[src/hw/dwc_pkg.sv]
// Shared widths and types for the 32-to-64 bit AXI write upsizer.
// Imported by the RTL stages and by the testbench reference model.
// The wide data word is a union so that it can be filled per byte or per lane.
package dwc_pkg;

  // Data path widths
  localparam int unsigned SlvDataWidth = 32;
  localparam int unsigned MstDataWidth = 64;
  localparam int unsigned SlvStrbWidth = SlvDataWidth / 8;
  localparam int unsigned MstStrbWidth = MstDataWidth / 8;

  // Largest AxSIZE code on each side
  localparam int unsigned SlvMaxSize = $clog2(SlvStrbWidth);
  localparam int unsigned MstMaxSize = $clog2(MstStrbWidth);

  localparam int unsigned LanesPerWord = MstDataWidth / SlvDataWidth;

  // AxCACHE bit that allows merging of narrow beats
  localparam int unsigned CacheModifiable = 1;

  typedef logic [7:0] len_t;
  typedef logic [2:0] size_t;
  typedef logic [3:0] cache_t;

  typedef enum logic [1:0] {
    BURST_FIXED = 2'b00,
    BURST_INCR  = 2'b01,
    BURST_WRAP  = 2'b10
  } burst_e;

  // How the data stage treats the beats of one burst
  typedef enum logic [1:0] {
    MODE_PASS   = 2'b00,
    MODE_UPSIZE = 2'b01,
    MODE_ERROR  = 2'b10
  } mode_e;

  typedef union packed {
    logic [MstStrbWidth-1:0][7:0]              bytes;
    logic [LanesPerWord-1:0][SlvDataWidth-1:0] lanes;
  } wide_word_u;

  typedef logic [MstStrbWidth-1:0] mst_strb_t;

endpackage

[src/hw/dwc_aw_decode.sv]
// Address stage of the write upsizer.
// Sorts each slave-side write burst into upsize, passthrough or error,
// computes the master-side length and size, and registers the master AW
// and the burst context for the data stage in one cycle.

`timescale 1ns/100ps

module dwc_aw_decode
  import dwc_pkg::*;
#(
  parameter int unsigned AddrWidth = 32
) (
  input  logic                 clk_i,
  input  logic                 rst_ni,
  input  logic                 aw_valid_i,
  input  logic [AddrWidth-1:0] aw_addr_i,
  input  len_t                 aw_len_i,
  input  size_t                aw_size_i,
  input  burst_e               aw_burst_i,
  input  cache_t               aw_cache_i,
  output logic                 mst_aw_valid_o,
  output logic [AddrWidth-1:0] mst_aw_addr_o,
  output len_t                 mst_aw_len_o,
  output size_t                mst_aw_size_o,
  output burst_e               mst_aw_burst_o,
  output logic                 err_o,
  output logic                 ctx_valid_o,
  output mode_e                ctx_mode_o,
  output logic [AddrWidth-1:0] ctx_addr_o,
  output len_t                 ctx_len_o,
  output size_t                ctx_size_o
);

  mode_e                mode;
  logic [AddrWidth-1:0] wide_mask;
  logic [AddrWidth-1:0] size_mask;
  logic [AddrWidth-1:0] start_addr;
  logic [AddrWidth-1:0] last_addr;
  logic [AddrWidth-1:0] end_addr;
  logic [AddrWidth-1:0] span;
  len_t                 up_len;

  logic aw_valid_q;
  logic err_q;
  logic ctx_valid_q;

  // Burst classification
  always_comb begin
    mode = MODE_PASS;
    case (aw_burst_i)
      BURST_INCR: begin
        // Single beats gain nothing from upsizing
        if (aw_cache_i[CacheModifiable] && (aw_len_i != '0)) begin
          mode = MODE_UPSIZE;
        end
      end
      BURST_WRAP, BURST_FIXED: begin
        if (aw_len_i != '0) begin
          mode = MODE_ERROR;
        end
      end
      // Reserved burst encoding
      default: mode = MODE_ERROR;
    endcase
  end

  // Wide-aligned first and last beat addresses give the wide beat count
  assign wide_mask  = {AddrWidth{1'b1}} << MstMaxSize;
  assign size_mask  = {AddrWidth{1'b1}} << aw_size_i;
  assign start_addr = aw_addr_i & wide_mask;
  assign last_addr  = (aw_addr_i & size_mask) + (AddrWidth'(aw_len_i) << aw_size_i);
  assign end_addr   = last_addr & wide_mask;
  assign span       = (end_addr - start_addr) >> MstMaxSize;
  assign up_len     = len_t'(span);

  always_ff @(posedge clk_i or negedge rst_ni) begin
    if (!rst_ni) begin
      aw_valid_q  <= 1'b0;
      err_q       <= 1'b0;
      ctx_valid_q <= 1'b0;
    end else begin
      aw_valid_q  <= aw_valid_i && (mode != MODE_ERROR);
      err_q       <= aw_valid_i && (mode == MODE_ERROR);
      ctx_valid_q <= aw_valid_i;
    end
  end

  // Burst fields are only sampled with the address strobe
  always_ff @(posedge clk_i) begin
    if (aw_valid_i) begin
      mst_aw_addr_o  <= aw_addr_i;
      mst_aw_burst_o <= aw_burst_i;
      if (mode == MODE_UPSIZE) begin
        mst_aw_len_o  <= up_len;
        mst_aw_size_o <= size_t'(MstMaxSize);
      end else begin
        mst_aw_len_o  <= aw_len_i;
        mst_aw_size_o <= aw_size_i;
      end
      ctx_mode_o <= mode;
      ctx_addr_o <= aw_addr_i;
      ctx_len_o  <= aw_len_i;
      ctx_size_o <= aw_size_i;
    end
  end

  assign mst_aw_valid_o = aw_valid_q;
  assign err_o          = err_q;
  assign ctx_valid_o    = ctx_valid_q;

endmodule

[src/hw/dwc_w_packer.sv]
// Data stage of the write upsizer.
// Steers each narrow beat into the byte lanes of the wide word, merges
// beats of an upsized burst and emits one wide beat per filled word.
// Beats of an error burst are counted and dropped.

`timescale 1ns/100ps

module dwc_w_packer
  import dwc_pkg::*;
#(
  parameter int unsigned AddrWidth = 32
) (
  input  logic                    clk_i,
  input  logic                    rst_ni,
  input  logic                    ctx_valid_i,
  input  mode_e                   ctx_mode_i,
  input  logic [AddrWidth-1:0]    ctx_addr_i,
  input  len_t                    ctx_len_i,
  input  size_t                   ctx_size_i,
  input  logic                    w_valid_i,
  input  logic [SlvDataWidth-1:0] w_data_i,
  input  logic [SlvStrbWidth-1:0] w_strb_i,
  output logic                    mst_w_valid_o,
  output wide_word_u              mst_w_data_o,
  output mst_strb_t               mst_w_strb_o,
  output logic                    mst_w_last_o,
  output logic                    busy_o
);

  // Burst state
  logic                 active_q;
  mode_e                mode_q;
  logic [AddrWidth-1:0] addr_q;
  len_t                 left_q;
  size_t                size_q;

  // Partially filled wide word
  wide_word_u acc_q;
  mst_strb_t  acc_strb_q;

  logic out_valid_q;
  logic out_last_q;

  // The first beat may arrive together with the context
  mode_e                cur_mode;
  logic [AddrWidth-1:0] cur_addr;
  len_t                 cur_left;
  size_t                cur_size;

  logic                              beat_en;
  logic                              last_beat;
  logic                              crosses;
  logic                              full_beat;
  logic                              emit;
  logic [$clog2(LanesPerWord)-1:0]   lane;
  logic [AddrWidth-1:0]              next_addr;
  wide_word_u                        base;
  mst_strb_t                         base_strb;
  wide_word_u                        merged;
  mst_strb_t                         merged_strb;

  assign cur_mode = ctx_valid_i ? ctx_mode_i : mode_q;
  assign cur_addr = ctx_valid_i ? ctx_addr_i : addr_q;
  assign cur_left = ctx_valid_i ? ctx_len_i : left_q;
  assign cur_size = ctx_valid_i ? ctx_size_i : size_q;

  assign beat_en   = w_valid_i && (ctx_valid_i || active_q);
  assign last_beat = (cur_left == '0);
  assign lane      = cur_addr[SlvMaxSize +: $clog2(LanesPerWord)];
  assign full_beat = (cur_size == size_t'(SlvMaxSize)) && (cur_addr[SlvMaxSize-1:0] == '0);

  // Next beat address, aligned to the beat size
  assign next_addr = (cur_addr & ({AddrWidth{1'b1}} << cur_size)) +
                     (AddrWidth'(1) << cur_size);
  assign crosses   = next_addr[AddrWidth-1:MstMaxSize] != cur_addr[AddrWidth-1:MstMaxSize];

  // A new burst starts from an empty word
  assign base      = ctx_valid_i ? '0 : acc_q;
  assign base_strb = ctx_valid_i ? '0 : acc_strb_q;

  // Lane steering
  always_comb begin
    int unsigned mst_off;
    int unsigned lane_base;
    int unsigned beat_bytes;
    int unsigned nb;
    mst_off     = int'(cur_addr[MstMaxSize-1:0]);
    lane_base   = int'(lane) * SlvStrbWidth;
    beat_bytes  = 1 << cur_size;
    nb          = 0;
    merged      = base;
    merged_strb = base_strb;
    if (full_beat) begin
      merged.lanes[lane] = w_data_i;
      merged_strb[lane_base +: SlvStrbWidth] = w_strb_i;
    end else begin
      // Only the bytes of this beat that fall inside the addressed lane
      for (int unsigned b = 0; b < MstStrbWidth; b++) begin
        nb = b - lane_base;
        if ((b >= mst_off) && (b < lane_base + SlvStrbWidth) && (b - mst_off < beat_bytes)) begin
          merged.bytes[b] = w_data_i[8*nb +: 8];
          merged_strb[b]  = w_strb_i[nb];
        end
      end
    end
  end

  always_comb begin
    case (cur_mode)
      MODE_PASS:   emit = beat_en;
      // Flush once the word is full or the burst ends
      MODE_UPSIZE: emit = beat_en && (crosses || last_beat);
      default:     emit = 1'b0;
    endcase
  end

  always_ff @(posedge clk_i or negedge rst_ni) begin
    if (!rst_ni) begin
      active_q    <= 1'b0;
      mode_q      <= MODE_PASS;
      left_q      <= '0;
      out_valid_q <= 1'b0;
      out_last_q  <= 1'b0;
    end else begin
      out_valid_q <= emit;
      out_last_q  <= emit && last_beat;
      if (beat_en) begin
        active_q <= !last_beat;
        left_q   <= cur_left - len_t'(1);
      end else if (ctx_valid_i) begin
        active_q <= 1'b1;
        left_q   <= ctx_len_i;
      end
      if (ctx_valid_i) begin
        mode_q <= ctx_mode_i;
      end
    end
  end

  always_ff @(posedge clk_i) begin
    if (beat_en) begin
      addr_q     <= next_addr;
      acc_q      <= emit ? '0 : merged;
      acc_strb_q <= emit ? '0 : merged_strb;
    end else if (ctx_valid_i) begin
      addr_q     <= ctx_addr_i;
      acc_q      <= '0;
      acc_strb_q <= '0;
    end
    if (ctx_valid_i) begin
      size_q <= ctx_size_i;
    end
    if (emit) begin
      mst_w_data_o <= merged;
      mst_w_strb_o <= merged_strb;
    end
  end

  assign mst_w_valid_o = out_valid_q;
  assign mst_w_last_o  = out_last_q;
  // Held until the final wide beat has left the output register
  assign busy_o        = ctx_valid_i || active_q || out_valid_q;

endmodule

[src/hw/dwc_upsizer_top.sv]
// Top level of the AXI write upsizer, 32-bit slave side to 64-bit master side.
// The address stage feeds a burst context into the data stage.
// Uses single-cycle valid strobes and no back-pressure.

`timescale 1ns/100ps

module dwc_upsizer_top
  import dwc_pkg::*;
#(
  parameter int unsigned AddrWidth = 32
) (
  input  logic                    clk_i,
  input  logic                    rst_ni,
  // Slave side
  input  logic                    slv_aw_valid_i,
  input  logic [AddrWidth-1:0]    slv_aw_addr_i,
  input  len_t                    slv_aw_len_i,
  input  size_t                   slv_aw_size_i,
  input  burst_e                  slv_aw_burst_i,
  input  cache_t                  slv_aw_cache_i,
  input  logic                    slv_w_valid_i,
  input  logic [SlvDataWidth-1:0] slv_w_data_i,
  input  logic [SlvStrbWidth-1:0] slv_w_strb_i,
  // Master side
  output logic                    mst_aw_valid_o,
  output logic [AddrWidth-1:0]    mst_aw_addr_o,
  output len_t                    mst_aw_len_o,
  output size_t                   mst_aw_size_o,
  output burst_e                  mst_aw_burst_o,
  output logic                    mst_w_valid_o,
  output wide_word_u              mst_w_data_o,
  output mst_strb_t               mst_w_strb_o,
  output logic                    mst_w_last_o,
  output logic                    slv_err_o,
  output logic                    busy_o
);

  logic                 ctx_valid;
  mode_e                ctx_mode;
  logic [AddrWidth-1:0] ctx_addr;
  len_t                 ctx_len;
  size_t                ctx_size;

  dwc_aw_decode #(
    .AddrWidth(AddrWidth)
  ) dwc_aw_decode_i (
    .clk_i         (clk_i),
    .rst_ni        (rst_ni),
    .aw_valid_i    (slv_aw_valid_i),
    .aw_addr_i     (slv_aw_addr_i),
    .aw_len_i      (slv_aw_len_i),
    .aw_size_i     (slv_aw_size_i),
    .aw_burst_i    (slv_aw_burst_i),
    .aw_cache_i    (slv_aw_cache_i),
    .mst_aw_valid_o(mst_aw_valid_o),
    .mst_aw_addr_o (mst_aw_addr_o),
    .mst_aw_len_o  (mst_aw_len_o),
    .mst_aw_size_o (mst_aw_size_o),
    .mst_aw_burst_o(mst_aw_burst_o),
    .err_o         (slv_err_o),
    .ctx_valid_o   (ctx_valid),
    .ctx_mode_o    (ctx_mode),
    .ctx_addr_o    (ctx_addr),
    .ctx_len_o     (ctx_len),
    .ctx_size_o    (ctx_size)
  );

  dwc_w_packer #(
    .AddrWidth(AddrWidth)
  ) dwc_w_packer_i (
    .clk_i        (clk_i),
    .rst_ni       (rst_ni),
    .ctx_valid_i  (ctx_valid),
    .ctx_mode_i   (ctx_mode),
    .ctx_addr_i   (ctx_addr),
    .ctx_len_i    (ctx_len),
    .ctx_size_i   (ctx_size),
    .w_valid_i    (slv_w_valid_i),
    .w_data_i     (slv_w_data_i),
    .w_strb_i     (slv_w_strb_i),
    .mst_w_valid_o(mst_w_valid_o),
    .mst_w_data_o (mst_w_data_o),
    .mst_w_strb_o (mst_w_strb_o),
    .mst_w_last_o (mst_w_last_o),
    .busy_o       (busy_o)
  );

endmodule

[config.mk]
export PLATFORM = sky130hd
export DESIGN_NAME = dwc_upsizer_top
export DESIGN_NICKNAME = d
export VERILOG_FILES = /design/src/hw/dwc_pkg.sv /design/src/hw/dwc_aw_decode.sv /design/src/hw/dwc_w_packer.sv /design/src/hw/dwc_upsizer_top.sv
export SDC_FILE = /design/constraint.sdc
export NUM_CORES = 1
export LEC_CHECK = 0
export BUFFER_PORTS_ARGS = -buffer_cell sky130_fd_sc_hd__buf_2
export CAP_MARGIN = 25
export CORE_MARGIN = 2
export CORE_UTILIZATION = 56
export DETAILED_ROUTE_END_ITERATION = 8
export HOLD_SLACK_MARGIN = 0.03
export PLACE_DENSITY = 0.92
export SLEW_MARGIN = 10
export SYNTH_ARGS = -nofsm -noshare
export SYNTH_HDL_FRONTEND = slang
export SYNTH_SLANG_ARGS = --single-unit
export TNS_END_PERCENT = 1
[constraint.sdc]
create_clock -name clk_i -period 10.45 [get_ports clk_i]
set_clock_uncertainty 0.15 [all_clocks]
set_input_delay 1.5675 -clock clk_i [delete_from_list [all_inputs] [get_ports clk_i]]
set_output_delay 1.5675 -clock clk_i [all_outputs]
set_load 0.1 [all_outputs]
**Word-level counts from Yosys, hierarchy flattened**

Cells that the tools add are included.

- Bits in registers: 253
- Output and inout bits: 122

- Add/subtract/negate cells: 22
- Order comparisons: 33
- Eq/ne operators: 8
- Shift-type cells: 14
- Mux-type cells: 57
- Bitwise gates (word level): 2
- Reduce and logical (&&, ||, !) cells: 34

Operators by type and width:

| operator | count |
|---|---|
| $shiftx 32x33->8 | 8 |
| $lt 32x3->1 const B | 8 |
| $lt 32x32->1 | 8 |
| $mux 64 | 4 |
| $lt 3x32->1 const A | 4 |
| $mux 8 | 15 |
| $mux 32 | 3 |
| $bwmux 64 | 1 |
| $lt 1x32->1 const A | 2 |
| $lt 2x32->1 const A | 2 |
| $neg 3->34 | 1 |
| $shift 4x34->8 const A | 1 |
| $shiftx 4x34->8 | 1 |
| $add 32x32->32 | 1 |
| $and 32x32->32 | 1 |
| $demux 32 s1 | 1 |
| $shl 1x3->32 const A | 1 |
| $shl 32x3->11 const A | 1 |
| $shl 32x3->32 const A | 1 |
| $sub 3x3->4 const A | 8 |
| $ne 29x29->1 | 1 |
| $logic_and 1x1->1 | 23 |
| $mux 1 | 19 |
| $bmux 1 s2 | 8 |
| 29 further kinds | 47 |

**Logic depth before layout (Yosys ltp)**

- Depth in word-level cells: 10
- Mapped depth: 23

**Modules after synthesis**

Synthesis repeated with hierarchy kept, for this count alone.

- Cells, all modules: 1,161
- Area total of the unflattened synthesis: 12,318.1 sq um

Modules (own cells, without submodules):

| module | instances | cells each | area an instance (sq um) | seq. area each (sq um) |
|---|---|---|---|---|
| dwc_w_packer | 1 | 897 | 9,142.5 | 4,169.0 |
| dwc_aw_decode | 1 | 264 | 3,175.5 | 1,816.7 |

**Worst setup path before layout**

Ideal clock, no wire load.

- Path kind: register -> register
- Start point: register dwc_aw_decode_i.ctx_valid_q (netlist: dwc_aw_decode_i.ctx_valid_o)
- End point: register dwc_w_packer_i.mst_w_data_o[0] in the netlist's numbering, enable pin
- Setup time: 0.505 ns
- Arrival time: 7.004 ns
- Path slack: 2.791 ns
- Cell stages (with the launch flop): 21
- Path buffers: 10
- Period minus slack after synthesis: 7.659 ns
- Cells stage by stage: dfrtp_1 buf_6 buf_6 buf_6 buf_4 buf_2 buf_2 buf_1 buf_2 mux2i_1 nor2_1 fa_1 a211oi_1 o21bai_1 xnor3_1 nand4_1 a2111oi_2 a31o_1 buf_2 buf_2 nor2_1

- Longest elaborated chain between the ends: 8

RTL lines:

| what | RTL line | source |
|---|---|---|
| start, declared | dwc_aw_decode.sv:45 | `logic ctx_valid_q;` |
| start signal, assigned | dwc_aw_decode.sv:84 | `ctx_valid_q <= aw_valid_i;` |
| $mux 3 | dwc_w_packer.sv:65 | `assign cur_size = ctx_valid_i ? ctx_size_i : size_q;` |
| $shl 32x3->32 | dwc_w_packer.sv:73 | `assign next_addr = (cur_addr & ({AddrWidth{1'b1}} << cur_size)) +` |
| $and 32x32->32 | dwc_w_packer.sv:73 |  |
| $add 32x32->32 | dwc_w_packer.sv:73 |  |
| $ne 29x29->1 | dwc_w_packer.sv:75 | `assign crosses = next_addr[AddrWidth-1:MstMaxSize] != cur_addr[AddrWidth-1:MstMaxSize];` |
| $logic_or 1x1->1 | dwc_w_packer.sv:112 | `MODE_UPSIZE: emit = beat_en && (crosses \|\| last_beat);` |
| $logic_and 1x1->1 | dwc_w_packer.sv:112 |  |
| $pmux 1 s2 * | dwc_w_packer.sv:109 | `case (cur_mode)` |
| named net dwc_w_packer_i.emit | dwc_w_packer.sv:54 | `logic emit;` |
| end signal, assigned | dwc_w_packer.sv:154 | `mst_w_data_o <= merged;` |
| end, declared | dwc_w_packer.sv:24 | `output wide_word_u mst_w_data_o,` |

Mark *: on every way through the listed nets, which the timed path passes. The rest lies on a longest branch.
A chain may end at the register's enable or synchronous reset.

**Worst setup path in the final report**

- Start point: register dwc_aw_decode_i.ctx_valid_q (netlist: dwc_aw_decode_i.ctx_valid_o)
- End point: register dwc_w_packer_i.mst_w_data_o[32] in the netlist's numbering, enable pin

The elaborated chain is that of the path after synthesis.

==> metrics <==
post-synthesis async set-or-reset flop share 6.957%; synthesized area 12,080 µm²; CP peak stage delay 0.66 ns; number of port buffers 207; clock group share of total power 28.8%; # IOs 211; Longest Clk Path Bufs 3; Worst EP required 10.45 ns; r2r startpoint dwc_aw_decode_i.ctx_valid_o; Core Area 21,090 µm²; largest family of logic cells by synthesized area compound AO/OA/AOI/OAI gates; TritonCTS Buffers 24; cell area power density 199.5 nW/µm²; Starting Density 57.30%; Reg power frac 38.7%; Total Wirelength 30.10 mm; antenna violations before repair 0; fin. max-slew vios 0; CTS tree yes; unrepaired setup endpoints after global routing false; FF-to-FF path depth 15; Final Cell Area 14,030 µm²; Total GRT Usage 25.62%; Top FF cell, synth edfxtp_1; synthesis-stage register bit count 230; sequential cell area fraction in the yosys report 49.54%; DRC viols 0; Top delay family on crit path buffers and inverters; post-CTS setup buffers 0; number of H-tree levels 1; final-stage net count 1,475; switching power total 1.050 mW; Routed Antenna Nets 0; placed insts 1,547; DRT iter0 DRCs 704; XOR/XNOR share of the synthesized area 2.485%; Total Power 2.799 mW; Die X 150.9 µm; worst hold start dwc_w_packer_i.acc_q[52]; num rows 53; total negative slack 0 ns; vias 9,757; outcome complete, no violations; Critical Path Most Common Cell buf_4; Comb pwr share 32.4%; Slew HR 31.25%; post-route insts no fill 1,592; Placed Area 13,280 µm²; Yosys warnings 0; Hold-fix buffers, CTS 0; vias in the first global route 9,508; layout cells sized above 1 23.16%; Hold Crit Class flip-flop to flip-flop; CP max-delay cell buf_4; Worst Tran Pin Value 1.020 ns; Routed wire per std cell 18.91 µm; area delta synth->final 16.12%; worst hold path cell count 2; Final setup viols 0; total gr overflow 0; # Max-Cap Violations 0; synthesized-area fraction occupied by adder cells 9.133%; largest net degree at the start of global routing 70; endpoints failing hold 0; clock period minus worst slack 6.073 ns; clk sink count 230; Root Driver clkbuf_16; Hold Path Sink dwc_w_packer_i.acc_q[52]; First-pass DRT Iterations 5; Place WS 4.503 ns; final worst slack 4.377 ns; Internal 1.749 mW; FF-to-FF End dwc_w_packer_i.mst_w_data_o[32]; Synth cell types 80; Die ar. 22,770 µm²; Worst R2R Setup Slack 4.38 ns; worst skew pair latency 0.52 ns; CP Data Arrival Time 6.07 ns; Max VDD drop 143.2 µV; Vias per Instance 6.129; simple-gate share of the synthesized area 13.34%; commonest non-fill, non-tap cell in the layout buf_2; post-synthesis mux area share 3.117%; CP Capture Type flip-flop; # diodes 0; Net Sw Frac 37.50%; CP Launch Type flip-flop; EDFF count, synth 130; syn_area_per_cell 10.83 µm²; cells after synthesis 1,116; Buf+Inv Stages, Crit Path 5; most frequent cells in the layout buf_2, edfxtp_1, nand2_1; worst-path cell chain buf_4 -> buf_4 -> mux2_2 -> inv_2 -> nor3_1 -> ha_1 -> a211oi_1 -> o21bai_1 -> a21oi_1 -> xnor2_1 -> xor2_1 -> a31o_1 -> buf_4 -> nor2_4 -> buf_4; routability cong. 0.9025; Fillers 1,584; WS Path Type flip-flop to flip-flop; leak pwr 5.984 nW; post-route clock period utilization 58.12%; crit path max fanout 52; first-pass GRT wire length 46.92 mm; dpl hpwl 20.85 mm; Syn Nets 1,292; top achievable clock speed 164.7 MHz; post-synthesis compound-gate area fraction 18.76%; PostCTS Resize Cnt 0; clock slew at reported path FFs 0.06 ns; DIE HEIGHT 150.9 µm
[layout make-up]
cell class / count / area, µm² / area share, %
clock buffer: 36 / 685.7 / 4.887
clock inverter: 8 / 57.56 / 0.4102
inverter: 41 / 153.9 / 1.097
multi-input combinational: 785 / 5692 / 40.57
sequential: 230 / 5987 / 42.67
tap: 275 / 344.1 / 2.452
timing repair buffer: 217 / 1111 / 7.919
[worst min-delay path, cell delays in order, from the launching register on]
cell and delay [ns]:
dfxtp_1 0.31, nand2_1 0.06, o2bb2ai_1 0.05
[power groups by stage]
| stage | Clock, mW | Sequential [mW] | Combinational [mW] |
|---|---|---|---|
| 6_report | 0.807 | 1.08 | 0.908 |
| 5_1_grt | 0.850 | 1.09 | 0.974 |
| 4_1_cts | 0.814 | 1.08 | 0.899 |
| 3_5_place_dp | 0 | 1.10 | 0.893 |
| 3_3_place_gp | 0 | 1.10 | 0.862 |
| 2_1_floorplan | 0 | 1.40 | 0.413 |
[worst max-delay path by stage]
stage,from,depth (start not counted),end,slack [ns]
final,dwc_aw_decode_i.ctx_valid_o,15,dwc_w_packer_i.mst_w_data_o[32],4.38
after global routing,dwc_aw_decode_i.ctx_valid_o,15,dwc_w_packer_i.mst_w_strb_o[4],4.09
after detailed placement,dwc_aw_decode_i.ctx_valid_o,15,dwc_w_packer_i.mst_w_data_o[32],4.50
after CTS,dwc_aw_decode_i.ctx_valid_o,15,dwc_w_packer_i.mst_w_data_o[32],4.48
after floorplan,dwc_aw_decode_i.ctx_valid_o,20,dwc_w_packer_i.mst_w_data_o[0],2.79
after global placement,dwc_aw_decode_i.ctx_valid_o,15,dwc_w_packer_i.mst_w_data_o[34],4.62
[flip-flops by register name, summed over array words and instances, names as in the netlist, 2 cells and up]
name,cells
dwc_w_packer_i.acc_q,64
dwc_w_packer_i.mst_w_data_o,64
dwc_aw_decode_i.mst_aw_addr_o,32
dwc_w_packer_i.addr_q,9
dwc_aw_decode_i.ctx_len_o,8
dwc_aw_decode_i.mst_aw_len_o,8
dwc_w_packer_i.acc_strb_q,8
dwc_w_packer_i.left_q,8
dwc_w_packer_i.mst_w_strb_o,8
dwc_aw_decode_i.ctx_size_o,3
dwc_aw_decode_i.mst_aw_size_o,3
dwc_w_packer_i.size_q,3
dwc_aw_decode_i.ctx_mode_o,2
dwc_aw_decode_i.mst_aw_burst_o,2
dwc_w_packer_i.mode_q,2
[through the flow]
step                hold WS [ns]  util [%]
floorplan                 0.2880         -
global placement          0.3005     62.98
detailed placement        0.3101     62.98
CTS                       0.3184     66.50
global route              0.3314     66.54
finish                    0.3160     66.54
[cells in the mapped netlist, types with 8 or more instances]
master	number	area, µm²
dfxtp_1	84	1682
nor2b_1	41	256.5
ha_1	85	1064
mux2_2	9	101.4
a31oi_1	18	112.6
inv_1	38	142.6
and3_1	9	56.30
a32oi_1	10	87.58
buf_2	14	70.07
nor2_1	60	225.2
a21o_1	19	142.6
nor3_1	8	40.04
buf_1	8	30.03
clkbuf_1	31	116.4
a31o_2	15	131.4
mux2i_1	26	260.3
nand2_1	101	379.1
a22o_1	56	490.5
dfrtp_1	16	400.4
nand3_1	24	120.1
a21oi_1	55	275.3
and2_1	26	162.7
o22ai_1	12	75.07
o21ai_0	52	260.3
xor2_1	12	105.1
xnor2_1	17	148.9
a32o_1	12	120.1
edfxtp_1	130	3904
[logic make-up after synthesis]
| group | count (synthesis) |
|---|---|
| xor+xnor | 31 |
| compound gates | 316 |
| flops | 230 |
| fa+ha+maj | 87 |
| mux | 36 |
| simple gates | 315 |
| buf+inv | 101 |
[routing by layer]
layer  track usage [%]  vias to the layer above  wire (µm)
li1                  -                     4548          -
met1             32.85                     4625      11950
met2             43.59                      504      14410
met3             5.361                       80       2963
met4             8.178                        0        782
met5                 0                        -          0
Note: power is estimated with default switching activity, not from simulation.
